File: config.mk
export PLATFORM = sky130hd
export DESIGN_NAME = smu_ctrl_top
export DESIGN_NICKNAME = d
export VERILOG_FILES = /design/src/logic/smu_reg_pkg.sv /design/src/logic/spi_frame_pkg.sv /design/src/logic/smu_ctrl_top.sv /design/src/logic/smu_reg_file.sv /design/src/logic/spi_cs_router.sv /design/src/logic/spi_frame_ctrl.sv /design/src/logic/spi_sampler.sv /design/src/logic/spi_shifter.sv
export SDC_FILE = /design/constraint.sdc
export NUM_CORES = 1
export LEC_CHECK = 0
export BUFFER_PORTS_ARGS = -buffer_cell sky130_fd_sc_hd__buf_2
export CAP_MARGIN = 25
export CORE_MARGIN = 3
export CORE_UTILIZATION = 55
export CTS_BUF_LIST = sky130_fd_sc_hd__clkbuf_4
export CTS_CLUSTER_DIAMETER = 120
export DETAILED_ROUTE_END_ITERATION = 8
export PLACE_DENSITY = 0.75
export SYNTH_ARGS = -nofsm -noshare
export SYNTH_HDL_FRONTEND = slang
export SYNTH_SLANG_ARGS = --single-unit
File: constraint.sdc
create_clock -name clk -period 6.1 [get_ports clk]
set_clock_uncertainty 0.1 [all_clocks]
set_input_delay 0.61 -clock clk [delete_from_list [all_inputs] [get_ports clk]]
set_output_delay 0.61 -clock clk [all_outputs]
set_load 0.03 [all_outputs]
File: src/logic/smu_reg_pkg.sv
// register map of the smu control fpga
// all control registers are 4 bits wide

package smu_reg_pkg;

  typedef logic [3:0] nibble_t;
  typedef logic [7:0] reg_addr_t;

  //////////////////////////////////////////////////////////////////////
  // register addresses

  localparam reg_addr_t addr_led = 8'd7;
  localparam reg_addr_t addr_mux = 8'd8;
  localparam reg_addr_t addr_dac = 8'd9;
  localparam reg_addr_t addr_rails = 8'd10;
  localparam reg_addr_t addr_soft_reset = 8'd11;
  localparam reg_addr_t addr_dac_ref_mux = 8'd12;
  localparam reg_addr_t addr_adc = 8'd14;
  localparam reg_addr_t addr_clamp1 = 8'd15;
  localparam reg_addr_t addr_clamp2 = 8'd16;
  localparam reg_addr_t addr_mon_rails = 8'd19;   // read only
  localparam reg_addr_t addr_rails_oe = 8'd24;

  //////////////////////////////////////////////////////////////////////
  // defaults, loaded on rst and on soft reset

  localparam nibble_t def_led = 4'h0;
  localparam nibble_t def_mux = 4'h0;
  localparam nibble_t def_dac = 4'h0;
  localparam nibble_t def_rails = 4'h0;
  // dg444 switches off while the rails are down
  localparam nibble_t def_dac_ref_mux = 4'h0;
  localparam nibble_t def_adc = 4'h0;
  // clamp switches are active low, all off
  localparam nibble_t def_clamp1 = 4'hF;
  localparam nibble_t def_clamp2 = 4'hF;
  // rail enable is active low, keep disabled until host is ready
  localparam nibble_t def_rails_oe = 4'h1;

  // peripherals behind cs2
  localparam int num_periph = 4;

  // unknown read address and first miso byte
  localparam logic [7:0] read_dummy = 8'hFF;

endpackage

File: src/logic/spi_frame_pkg.sv
// spi frame format shared by the shifter, frame controller and register file
// 16-bit frames only, msb first, address byte first

package spi_frame_pkg;

  localparam int frame_bits = 16;
  localparam int addr_bits = 8;

  // write view, the whole frame as seen at cs release
  typedef struct packed {
    logic [7:0] addr;
    logic [3:0] clr;   // high nibble clears
    logic [3:0] set;   // low nibble sets
  } spi_wr_t;

  // read view, only the first byte has arrived
  // it still sits in the low half of the shift word
  typedef struct packed {
    logic [7:0] unused;
    logic [7:0] rd_addr;
  } spi_rd_t;

  typedef union packed {
    spi_wr_t wr;
    spi_rd_t rd;
  } spi_frame_t;

  // received bit count, wide enough for overlong frames
  typedef logic [4:0] bit_cnt_t;

endpackage

File: src/logic/smu_ctrl_top.sv
// smu control fpga, spi register bank plus cs2 peripheral routing
// sck and mosi fan out to the peripherals on the board, not here

`timescale 1ns/1ps

module smu_ctrl_top (
  input  logic clk,
  input  logic rst,
  input  logic spi_sck,
  input  logic spi_cs_n,
  input  logic spi_mosi,
  input  logic periph_cs2_n,
  input  logic [smu_reg_pkg::num_periph-1:0] periph_miso,
  input  logic [1:0] mon_rails,
  output logic spi_miso,
  output logic [smu_reg_pkg::num_periph-1:0] periph_cs_n,
  output smu_reg_pkg::nibble_t reg_led,
  output smu_reg_pkg::nibble_t reg_dac,
  output smu_reg_pkg::nibble_t reg_rails,
  output smu_reg_pkg::nibble_t reg_dac_ref_mux,
  output smu_reg_pkg::nibble_t reg_adc,
  output smu_reg_pkg::nibble_t reg_clamp1,
  output smu_reg_pkg::nibble_t reg_clamp2,
  output smu_reg_pkg::nibble_t reg_rails_oe
);

  import spi_frame_pkg::*;
  import smu_reg_pkg::*;

  // sampled spi
  logic sck_rise, sck_fall, cs_active, cs_end, mosi_s;
  // frame control
  logic read_req, commit;
  bit_cnt_t bit_cnt;
  // data path
  spi_frame_t frame;
  logic [7:0] rd_data;
  logic dout;
  nibble_t reg_mux;

  spi_sampler spi_sampler_i (
    .clk, .rst, .spi_sck, .spi_cs_n, .spi_mosi,
    .sck_rise, .sck_fall, .cs_active, .cs_end, .mosi_s
  );

  spi_frame_ctrl spi_frame_ctrl_i (
    .clk, .rst, .sck_rise, .cs_active, .cs_end,
    .read_req, .commit, .bit_cnt
  );

  spi_shifter spi_shifter_i (
    .clk, .rst, .sck_rise, .sck_fall, .cs_active, .mosi_s,
    .read_req, .rd_data, .frame, .dout
  );

  smu_reg_file smu_reg_file_i (
    .clk, .rst, .commit, .frame, .mon_rails, .rd_data,
    .reg_led, .reg_mux, .reg_dac, .reg_rails, .reg_dac_ref_mux,
    .reg_adc, .reg_clamp1, .reg_clamp2, .reg_rails_oe
  );

  spi_cs_router spi_cs_router_i (
    .periph_cs2_n, .reg_mux, .dout, .periph_miso, .periph_cs_n, .spi_miso
  );

endmodule

File: src/logic/smu_reg_file.sv
// control registers with set / clear / toggle update
// soft reset at address 11 reloads all defaults
// readback decode is combinational from the address byte

`timescale 1ns/1ps

module smu_reg_file (
  input  logic clk,
  input  logic rst,
  input  logic commit,
  input  spi_frame_pkg::spi_frame_t frame,
  input  logic [1:0] mon_rails,
  output logic [7:0] rd_data,
  output smu_reg_pkg::nibble_t reg_led,
  output smu_reg_pkg::nibble_t reg_mux,
  output smu_reg_pkg::nibble_t reg_dac,
  output smu_reg_pkg::nibble_t reg_rails,
  output smu_reg_pkg::nibble_t reg_dac_ref_mux,
  output smu_reg_pkg::nibble_t reg_adc,
  output smu_reg_pkg::nibble_t reg_clamp1,
  output smu_reg_pkg::nibble_t reg_clamp2,
  output smu_reg_pkg::nibble_t reg_rails_oe
);

  import spi_frame_pkg::*;
  import smu_reg_pkg::*;

  logic load_def;

  // bits both set and cleared toggle, otherwise set then clear
  function automatic nibble_t apply_update(nibble_t old, nibble_t set, nibble_t clr);
    nibble_t overlap;
    overlap = set & clr;
    if (overlap != 4'h0)
      return old ^ overlap;
    else
      return (old | set) & ~clr;
  endfunction

  assign load_def = rst || (commit && frame.wr.addr == addr_soft_reset);

  //////////////////////////////////////////////////////////////////////
  // write side

  always_ff @(posedge clk)
  begin
    if (load_def)
    begin
      reg_led <= def_led;
      reg_mux <= def_mux;
      reg_dac <= def_dac;
      reg_rails <= def_rails;
      reg_dac_ref_mux <= def_dac_ref_mux;
      reg_adc <= def_adc;
      reg_clamp1 <= def_clamp1;
      reg_clamp2 <= def_clamp2;
      reg_rails_oe <= def_rails_oe;
    end
    else if (commit)
    begin
      // unknown and read-only addresses fall through
      case (frame.wr.addr)
        addr_led: reg_led <= apply_update(reg_led, frame.wr.set, frame.wr.clr);
        addr_mux: reg_mux <= apply_update(reg_mux, frame.wr.set, frame.wr.clr);
        addr_dac: reg_dac <= apply_update(reg_dac, frame.wr.set, frame.wr.clr);
        addr_rails: reg_rails <= apply_update(reg_rails, frame.wr.set, frame.wr.clr);
        addr_dac_ref_mux:
          reg_dac_ref_mux <= apply_update(reg_dac_ref_mux, frame.wr.set, frame.wr.clr);
        addr_adc: reg_adc <= apply_update(reg_adc, frame.wr.set, frame.wr.clr);
        addr_clamp1: reg_clamp1 <= apply_update(reg_clamp1, frame.wr.set, frame.wr.clr);
        addr_clamp2: reg_clamp2 <= apply_update(reg_clamp2, frame.wr.set, frame.wr.clr);
        addr_rails_oe: reg_rails_oe <= apply_update(reg_rails_oe, frame.wr.set, frame.wr.clr);
        default: ;
      endcase
    end
  end

  //////////////////////////////////////////////////////////////////////
  // read side

  always_comb
  begin
    case (frame.rd.rd_addr)
      addr_led: rd_data = {4'h0, reg_led};
      addr_mux: rd_data = {4'h0, reg_mux};
      addr_dac: rd_data = {4'h0, reg_dac};
      addr_rails: rd_data = {4'h0, reg_rails};
      addr_dac_ref_mux: rd_data = {4'h0, reg_dac_ref_mux};
      addr_adc: rd_data = {4'h0, reg_adc};
      addr_clamp1: rd_data = {4'h0, reg_clamp1};
      addr_clamp2: rd_data = {4'h0, reg_clamp2};
      addr_mon_rails: rd_data = {6'h00, mon_rails};
      addr_rails_oe: rd_data = {4'h0, reg_rails_oe};
      default: rd_data = read_dummy;
    endcase
  end

endmodule

File: src/logic/spi_cs_router.sv
// routes host spi to the peripherals while cs2 is low
// purely combinational, follows cs2 and reg_mux directly

`timescale 1ns/1ps

module spi_cs_router (
  input  logic periph_cs2_n,
  input  smu_reg_pkg::nibble_t reg_mux,
  input  logic dout,
  input  logic [smu_reg_pkg::num_periph-1:0] periph_miso,
  output logic [smu_reg_pkg::num_periph-1:0] periph_cs_n,
  output logic spi_miso
);

  import smu_reg_pkg::*;

  // cs2 high, peripherals released and fpga drives miso
  // cs2 low, selected peripherals get cs and share miso
  always_comb
  begin
    if (periph_cs2_n)
    begin
      periph_cs_n = '1;
      spi_miso = dout;
    end
    else
    begin
      periph_cs_n = ~reg_mux;
      spi_miso = |(reg_mux & periph_miso);
    end
  end

endmodule

File: src/logic/spi_frame_ctrl.sv
// bit counter and frame decisions
// a frame commits only with exactly 16 bits, others are dropped
// count saturates so very long frames never wrap back to 16

`timescale 1ns/1ps

module spi_frame_ctrl (
  input  logic clk,
  input  logic rst,
  input  logic sck_rise,
  input  logic cs_active,
  input  logic cs_end,
  output logic read_req,
  output logic commit,
  output spi_frame_pkg::bit_cnt_t bit_cnt
);

  import spi_frame_pkg::*;

  localparam bit_cnt_t cnt_max = '1;
  localparam bit_cnt_t cnt_read = bit_cnt_t'(addr_bits - 1);
  localparam bit_cnt_t cnt_frame = bit_cnt_t'(frame_bits);

  logic bit_in;

  // a data bit arrives this cycle
  assign bit_in = sck_rise & cs_active;

  //////////////////////////////////////////////////////////////////////
  // bit count

  always_ff @(posedge clk)
  begin
    if (rst)
      bit_cnt <= '0;
    else if (cs_end)
      bit_cnt <= '0;
    else if (bit_in && bit_cnt != cnt_max)
      bit_cnt <= bit_cnt + bit_cnt_t'(1);
  end

  //////////////////////////////////////////////////////////////////////
  // read point

  // fires in the cycle the count becomes 8
  // address byte is then complete in the shifter
  always_ff @(posedge clk)
  begin
    if (rst)
      read_req <= 1'b0;
    else
      read_req <= bit_in && (bit_cnt == cnt_read);
  end

  //////////////////////////////////////////////////////////////////////
  // commit

  // same cycle as cs_end, count not yet cleared
  // register file updates on the next edge
  assign commit = cs_end && (bit_cnt == cnt_frame);

endmodule

File: src/logic/spi_sampler.sv
// spi pins are asynchronous to clk, two flop synchronizer each
// edge pulses appear 3 clk after the pin edge
// each sck phase must last at least 4 clk

`timescale 1ns/1ps

module spi_sampler (
  input  logic clk,
  input  logic rst,
  input  logic spi_sck,
  input  logic spi_cs_n,
  input  logic spi_mosi,
  output logic sck_rise,
  output logic sck_fall,
  output logic cs_active,
  output logic cs_end,
  output logic mosi_s
);

  // [0],[1] synchronizer, [2] previous sample for edge detect
  logic [2:0] sck_q;
  logic [2:0] cs_n_q;
  logic [1:0] mosi_q;

  always_ff @(posedge clk)
  begin
    if (rst)
    begin
      // idle levels, mode 0 sck low and cs released
      sck_q <= 3'b000;
      cs_n_q <= 3'b111;
      mosi_q <= 2'b00;
      sck_rise <= 1'b0;
      sck_fall <= 1'b0;
      cs_active <= 1'b0;
      cs_end <= 1'b0;
      mosi_s <= 1'b0;
    end
    else
    begin
      sck_q <= {sck_q[1:0], spi_sck};
      cs_n_q <= {cs_n_q[1:0], spi_cs_n};
      mosi_q <= {mosi_q[0], spi_mosi};
      // registered pulses, mosi kept aligned with sck_rise
      sck_rise <= sck_q[1] & ~sck_q[2];
      sck_fall <= ~sck_q[1] & sck_q[2];
      cs_active <= ~cs_n_q[1];
      cs_end <= cs_n_q[1] & ~cs_n_q[2];
      mosi_s <= mosi_q[1];
    end
  end

endmodule

File: src/logic/spi_shifter.sv
// mode 0 shift registers, mosi in on rising sck, miso out on falling sck
// readback is loaded after the address byte and leaves in bits 9 to 16

`timescale 1ns/1ps

module spi_shifter (
  input  logic clk,
  input  logic rst,
  input  logic sck_rise,
  input  logic sck_fall,
  input  logic cs_active,
  input  logic mosi_s,
  input  logic read_req,
  input  logic [7:0] rd_data,
  output spi_frame_pkg::spi_frame_t frame,
  output logic dout
);

  import spi_frame_pkg::*;
  import smu_reg_pkg::*;

  // output word, msb goes out next
  logic [7:0] out_q;

  //////////////////////////////////////////////////////////////////////
  // input side

  // msb first, shift toward the top
  always_ff @(posedge clk)
  begin
    if (sck_rise && cs_active)
      frame <= {frame[frame_bits-2:0], mosi_s};
  end

  //////////////////////////////////////////////////////////////////////
  // output side

  always_ff @(posedge clk)
  begin
    if (rst || !cs_active)
    begin
      // idle, first byte is all ones
      out_q <= read_dummy;
      dout <= read_dummy[7];
    end
    else if (read_req)
      out_q <= rd_data;
    else if (sck_fall)
    begin
      // dout is its own flop so the load after bit 8 is not skipped
      dout <= out_q[7];
      out_q <= {out_q[6:0], 1'b1};
    end
  end

endmodule

Word-level counts from Yosys, hierarchy flattened
Cells that the tools add are included.
{"block": "totals", "register_bits": 80, "inputBits": 12, "output_inout_bits": 37, "word_cells": 122}
{"block": "op_classes", "add_sub_neg": 1, "n_eq_ne": 23, "n_mux": 14, "bitwise": 40, "n_reduce_logical": 22}
{"cell": "$eq A8 B4 Y1 const B", "count": 13}
{"cell": "$pmux W8 S10", "count": 1}
{"cell": "$and A4 B4 Y4", "count": 11}
{"cell": "$eq A8 B5 Y1 const B", "count": 5}
{"cell": "$mux W4", "count": 10}
{"cell": "$or A4 B4 Y4", "count": 9}
{"cell": "$xor A4 B4 Y4", "count": 9}
{"cell": "$reduce_and A2 Y1", "count": 10}
{"cell": "$eq A8 B3 Y1 const B", "count": 2}
{"cell": "$mux W8", "count": 2}
{"cell": "$not A4 Y4", "count": 2}
{"cell": "$add A5 B1 Y5 const B", "count": 1}
{"cell": "$eq A5 B3 Y1 const B", "count": 1}
{"cell": "$eq A5 B5 Y1 const B", "count": 1}
{"cell": "$logic_and A1 B1 Y1", "count": 5}
{"cell": "$ne A5 B5 Y1 const B", "count": 1}
{"cell": "$not A1 Y1", "count": 5}
{"cell": "$and A1 B1 Y1", "count": 4}
{"cell": "$reduce_bool A4 Y1", "count": 1}
{"cell": "$reduce_or A4 Y1", "count": 1}
{"cell": "$logic_or A1 B1 Y1", "count": 2}
{"cell": "$reduce_bool A2 Y1", "count": 1}
{"cell": "$reduce_or A2 Y1", "count": 1}
{"cell": "$logic_not A1 Y1", "count": 1}
{"cell": "$mux W1", "count": 1}

Longest topological paths before layout
{"block": "logic_depth", "word_depth": 4, "ltp_mapped": 9, "ltp_nobuf": 7}

Modules after synthesis
From an unflattened synthesis, not the netlist that was laid out.
{"block": "hier_totals", "cells_unflattened": 378, "area_unflattened_um2": 3822.4}
{"module": "smu_reg_file", "instances": 1, "cells_each": 252, "area_per_inst_um2": 2138.3, "seq_area_each_um2": 720.7}
{"module": "spi_shifter", "instances": 1, "cells_each": 59, "area_per_inst_um2": 975.9, "seq_area_each_um2": 660.6}
{"module": "spi_sampler", "instances": 1, "cells_each": 27, "area_per_inst_um2": 356.6, "seq_area_each_um2": 260.2}
{"module": "spi_frame_ctrl", "instances": 1, "cells_each": 31, "area_per_inst_um2": 305.3, "seq_area_each_um2": 120.1}
{"module": "spi_cs_router", "instances": 1, "cells_each": 9, "area_per_inst_um2": 46.3, "seq_area_each_um2": 0.0}

Least setup slack after synthesis
No wires, ideal clock.
{"block": "synth_timing", "path_type": "reg-to-reg", "start": "register spi_frame_ctrl_i.bit_cnt[0]", "end": "register smu_reg_file_i.reg_clamp2[0]", "setup_ps": 138, "arrival_ps": 1707, "required_time_ps": 5862, "setup_slack_ps": 4155, "stages_incl_launch_ff": 8, "path_buffers": 0, "period_less_slack_ps": 1945, "cell_sequence": "dfxtp_1 > inv_1 > ha_1 > and3b_1 > nand2_1 > nor4_1 > and3_1 > o21ai_0"}
{"block": "synth_between", "elab_chain_len": 4, "word_cells_on_any_way": 5, "classes_between": "eq/ne (1); reduce/logical (4)"}
{"element": "from (decl)", "line_no": "spi_frame_ctrl.sv:15", "text": "output spi_frame_pkg::bit_cnt_t bit_cnt"}
{"element": "from (signal assigned)", "line_no": "spi_frame_ctrl.sv:39", "text": "bit_cnt <= bit_cnt + bit_cnt_t'(1);"}
{"element": "$eq A5 B5 Y1 *", "line_no": "spi_frame_ctrl.sv:60", "text": "assign commit = cs_end && (bit_cnt == cnt_frame);"}
{"element": "$logic_and A1 B1 Y1 *", "line_no": "spi_frame_ctrl.sv:60"}
{"element": "$logic_and A1 B1 Y1", "line_no": "smu_reg_file.sv:40", "text": "assign load_def = rst || (commit && frame.wr.addr == addr_soft_reset);"}
{"element": "$logic_or A1 B1 Y1", "line_no": "smu_reg_file.sv:40"}
{"element": "to (signal assigned)", "line_no": "smu_reg_file.sv:56", "text": "reg_clamp2 <= def_clamp2;"}
{"element": "to (signal assigned)", "line_no": "smu_reg_file.sv:71", "text": "addr_clamp2: reg_clamp2 <= apply_update(reg_clamp2, frame.wr.set, frame.wr.clr);"}
{"element": "to (decl)", "line_no": "smu_reg_file.sv:21", "text": "output smu_reg_pkg::nibble_t reg_clamp2,"}
Mark *: on every way between the ends. The rest lies on a longest branch, timed or not.
A chain may end at the register's enable or synchronous reset.

Final worst setup path
{"block": "layout_timing", "start": "register spi_shifter_i.frame[1] (netlist bit)", "end": "register smu_reg_file_i.reg_dac[1]"}
{"block": "layout_between", "elab_chain_len": 3, "word_cells_on_any_way": 6, "classes_between": "mux (1); bitwise (4); reduce/logical (1)"}
{"element": "from (decl)", "line_no": "spi_shifter.sv:15", "text": "output spi_frame_pkg::spi_frame_t frame,"}
{"element": "from (signal assigned)", "line_no": "spi_shifter.sv:32", "text": "frame <= {frame[frame_bits-2:0], mosi_s};"}
{"element": "$and A4 B4 Y4 or $or A4 B4 Y4 (tied branches)", "line_no": "smu_reg_file.sv:33, smu_reg_file.sv:37"}
{"element": "$reduce_bool A4 Y1 (tied with other cells)", "line_no": "smu_reg_file.sv:34", "text": "if (overlap != 4'h0)"}
{"element": "$mux W4 *", "line_no": "smu_reg_file.sv:34"}
{"element": "to (signal assigned)", "line_no": "smu_reg_file.sv:65", "text": "addr_dac: reg_dac <= apply_update(reg_dac, frame.wr.set, frame.wr.clr);"}
{"element": "to (decl)", "line_no": "smu_reg_file.sv:16", "text": "output smu_reg_pkg::nibble_t reg_dac,"}
Marked as above.

==> flow_summary.yaml <==
run_status:
  run_status: "finished, final reports clean"
worst_setup_path:
  cp_top_family: "simple AND/OR/NAND/NOR gates"
  required_ns: 6.32
  crit_path_max_fanout: 29
  r2r_end: "smu_reg_file_i.reg_dac[1]"
  end_kind: "flip-flop"
  cpPeakStageDelay_ns: 0.81
  cp_common_cell: "nand2_1"
  worstReg2RegStart: "spi_shifter_i.frame[1]"
  slowest_stage: "edfxtp_1"
  path_buf_inv: 0
  path_class: "flip-flop to flip-flop"
  arrival_ns: 3.06
  r2r_setup_slack_ns: 3.25
  crit_path_start_kind: "flip-flop"
  reg2reg_depth: 5
  path_cells: "a222oi_1 > nand2_1 > nand2_1 > and3_1 > nor3_1"
clock_network:
  cts_made_buffers: 9
  cts_hold_buffers: 0
  cts_root_buffer: "clkbuf_4"
  worstSkewPairLatency_ns: 0.44
  cts_resized: 0
  cts_setup_buffers: 0
  cts_tree: "done"
  clkTransAtPathRegs_ns: 0.14
  htree_levels: 3
  cts_max_path_buffers: 2
  cts_sinks: 80
synthesis:
  syn_nets: 439
  ys_top_cells_by_area: "dfxtp_1 (34%), edfxtp_1 (13%), nand2_1 (6.6%), a21oi_1 (5.4%), a311oi_1 (4.6%)"
  async_reset_ff_frac: 0
  synth_edf_count: 16
  synth_top_cell_by_area: "dfxtp_1"
  synthFlopType: "dfxtp_1"
  synth_area_sq_um: 3800
  yosys_warnings: 0
  synth_top_cell_area_share: 0.337
  post_synth.cell_area_avg_sq_um: 8.97
  ys_ff_latch: 80
  syn-instance-count: 424
  ys_seq_area_frac: 0.463
  synth_cell_type_count: 52
detailed_routing:
  totalWireLength_mm: 9.61
  detail-route-antenna-nets: 0
  viasPerCell: 6.24
  first_pass_iters: 5
  num_vias: 3357
  drtIter0Drc: 286
  drc: 0
  routedWlPerCell_um: 17.9
cells_and_area:
  final-seq-area_sq_um: 1760
  area_delta_synth_final_pct: 9.54
  finish.net_count: 471
  largest_reg_flops: 16
  drive_gt1_frac: 0.158
  multiInputGateArea_sq_um: 1900
  n_fill_cell: 582
  reg_top3: "spi_shifter_i.frame: 16 flops, spi_shifter_i.out_q: 8 flops, spi_frame_ctrl_i.bit_cnt: 5 flops"
  antennaDiodeCount: 0
  fin_util: 0.638
  stdcell_area_sq_um: 4170
  top_register: "spi_shifter_i.frame"
global_routing:
  grt_usage: 0.252
  grt_max_degree: 30
  grt_pass1_vias: 3042
  antenna_found_initial: 0
  grt_first_pass_wirelength_mm: 15.2
  gr-total-overflow: 0
min_path:
  hold_class: "input pin to flip-flop"
  holdPathEnd: "spi_sampler_i.cs_n_q[0]"
  worstHoldPathCells: 2
  hp-start: "spi_cs_n"
sta:
  finalSetupViolations: 0
  fmax_mhz: 351
  worst_slew_pin_slew_ns: 0.991
  tns_ns: 0
  report.final.slew_viol_count: 0
  max_slew_margin: 0.340
  fin_ws_ns: 3.25
  finalHoldViolations: 0
  fin_crit_ns: 2.85
  finalCritPeriodShare: 0.467
  rsz0062_at_grt: "false"
floorplanning:
  die_x_um: 89.2
  chipHeight_um: 89.2
  start_util: 0.582
  num_rows: 29
  ioPinCount: 49
  die_area_sq_um: 7950
  core_area_sq_um: 6530
pwr:
  power_density_nw_per_um2: 213
  leakage_nw: 1.64
  ir_worst_vdd_uv: 152
run:
  maxCapViolCount: 0
placement:
  pre_cts_ws_ns: 3.31
  routabilityCongestion: 0.927
  place_hpwl_mm: 6.55
  io_buffers: 48
  post_dp_cell_area_sq_um: 4020
-- synthesized netlist by cell type, types with 2 or more instances --
master / count
and2_1: 3
o21a_1: 5
o21ai_0: 16
nor3b_1: 4
nor4_1: 7
nand2b_1: 12
nor3_1: 19
and3_1: 18
or2_2: 3
mux2i_1: 13
buf_1: 3
a311oi_1: 20
and4b_1: 2
and3b_1: 3
nor2b_1: 13
edfxtp_1: 16
buf_2: 7
nor2_1: 11
ha_1: 3
a31oi_1: 3
a22o_1: 4
nand2_1: 67
clkbuf_1: 15
nand3_1: 4
dfxtp_1: 64
a22oi_1: 3
a211oi_1: 4
nand4_1: 6
o2bb2ai_1: 2
a32oi_1: 2
a21oi_1: 41
inv_1: 5
xor2_1: 2
nor3_2: 2
nor4b_1: 3
buf_4: 3
-- through the flow --
step / hold slack, ns / cells / power [mW]
5_1_grt: 0.207 / 538 / 0.922
2_1_floorplan: 0.272 / 424 / 0.566
3_5_place_dp: 0.288 / 522 / 0.572
3_3_place_gp: 0.275 / 521 / 0.572
4_1_cts: 0.224 / 538 / 0.896
6_report: 0.236 / 538 / 0.889
-- placed cells by master (no fill, tap or decap), types with 4 or more instances in the layout --
master,Yosys,final
and3_1,18,18
o21a_1,5,5
a21oi_1,41,41
nor3_1,19,19
a211oi_1,4,4
nor4_1,7,7
edfxtp_1,16,16
nand2_1,67,67
nand2b_1,12,12
nor2b_1,13,13
a311oi_1,20,20
mux2i_1,13,13
clkbuf_4,0,9
nand3_1,4,4
a22o_1,4,4
inv_1,5,5
nand4_1,6,6
nor2_1,11,11
o21ai_0,16,16
nor3b_1,4,4
dfxtp_1,64,64
buf_2,7,49
-- report_power, final --
| part | switching [mW] | internal, mW | total [mW] |
|---|---|---|---|
| combinational | 0.0104 | 0.00708 | 0.0175 |
| sequential | 0.00261 | 0.540 | 0.543 |
| clock | 0.199 | 0.130 | 0.329 |
| total | 0.212 | 0.677 | 0.889 |
-- worst max path at each step --
stage	start	endpoint	slack, ns	cells past startpoint
finish	spi_shifter_i.frame[1]	smu_reg_file_i.reg_dac[1]	3.25	5
global route	spi_shifter_i.frame[1]	smu_reg_file_i.reg_clamp2[1]	3.05	5
CTS	spi_shifter_i.frame[1]	smu_reg_file_i.reg_dac[1]	3.28	5
detailed placement	spi_shifter_i.frame[1]	smu_reg_file_i.reg_dac[1]	3.31	5
global placement	spi_shifter_i.frame[1]	smu_reg_file_i.reg_clamp1[0]	3.40	5
floorplan	spi_frame_ctrl_i.bit_cnt[0]	smu_reg_file_i.reg_clamp2[0]	4.15	7
-- layer usage --
| metal | up-vias | part of all wire | GRT usage | wire length (um) |
|---|---|---|---|---|
| li1 | 1635 | - | - | - |
| met1 | 1565 | 0.45 | 0.341 | 4310 |
| met2 | 140 | 0.46 | 0.382 | 4420 |
| met3 | 17 | 0.070 | 0.0783 | 670 |
| met4 | 0 | 0.022 | 0.0893 | 212 |
| met5 | - | 0 | 0 | 0 |
-- logic make-up (layout without fill, tap and decap cells) --
group                      Yosys count  after routing  share of synthesized area
and+or+nand+nor                    181            181                      0.255
muxes                               14             14                     0.0372
adders and majority gates            3              3                    0.00987
xor gates and xnor gates             3              3                    0.00691
buffers and inverters               33             70                     0.0378
AOI/OAI and AO/OA                  110            110                      0.190
DFF                                 80             80                      0.463
-- cell type report --
| cell class | count | share of cell area |
|---|---|---|
| Multi-Input combinational cell | 311 | 0.456 |
| Sequential cell | 80 | 0.423 |
| Tap cell | 77 | 0.0231 |
| Inverter | 5 | 0.00450 |
| Timing Repair Buffer | 49 | 0.0589 |
| Clock buffer | 9 | 0.0162 |
| Clock inverter | 7 | 0.0189 |
Power figures use the tool's default switching activity.
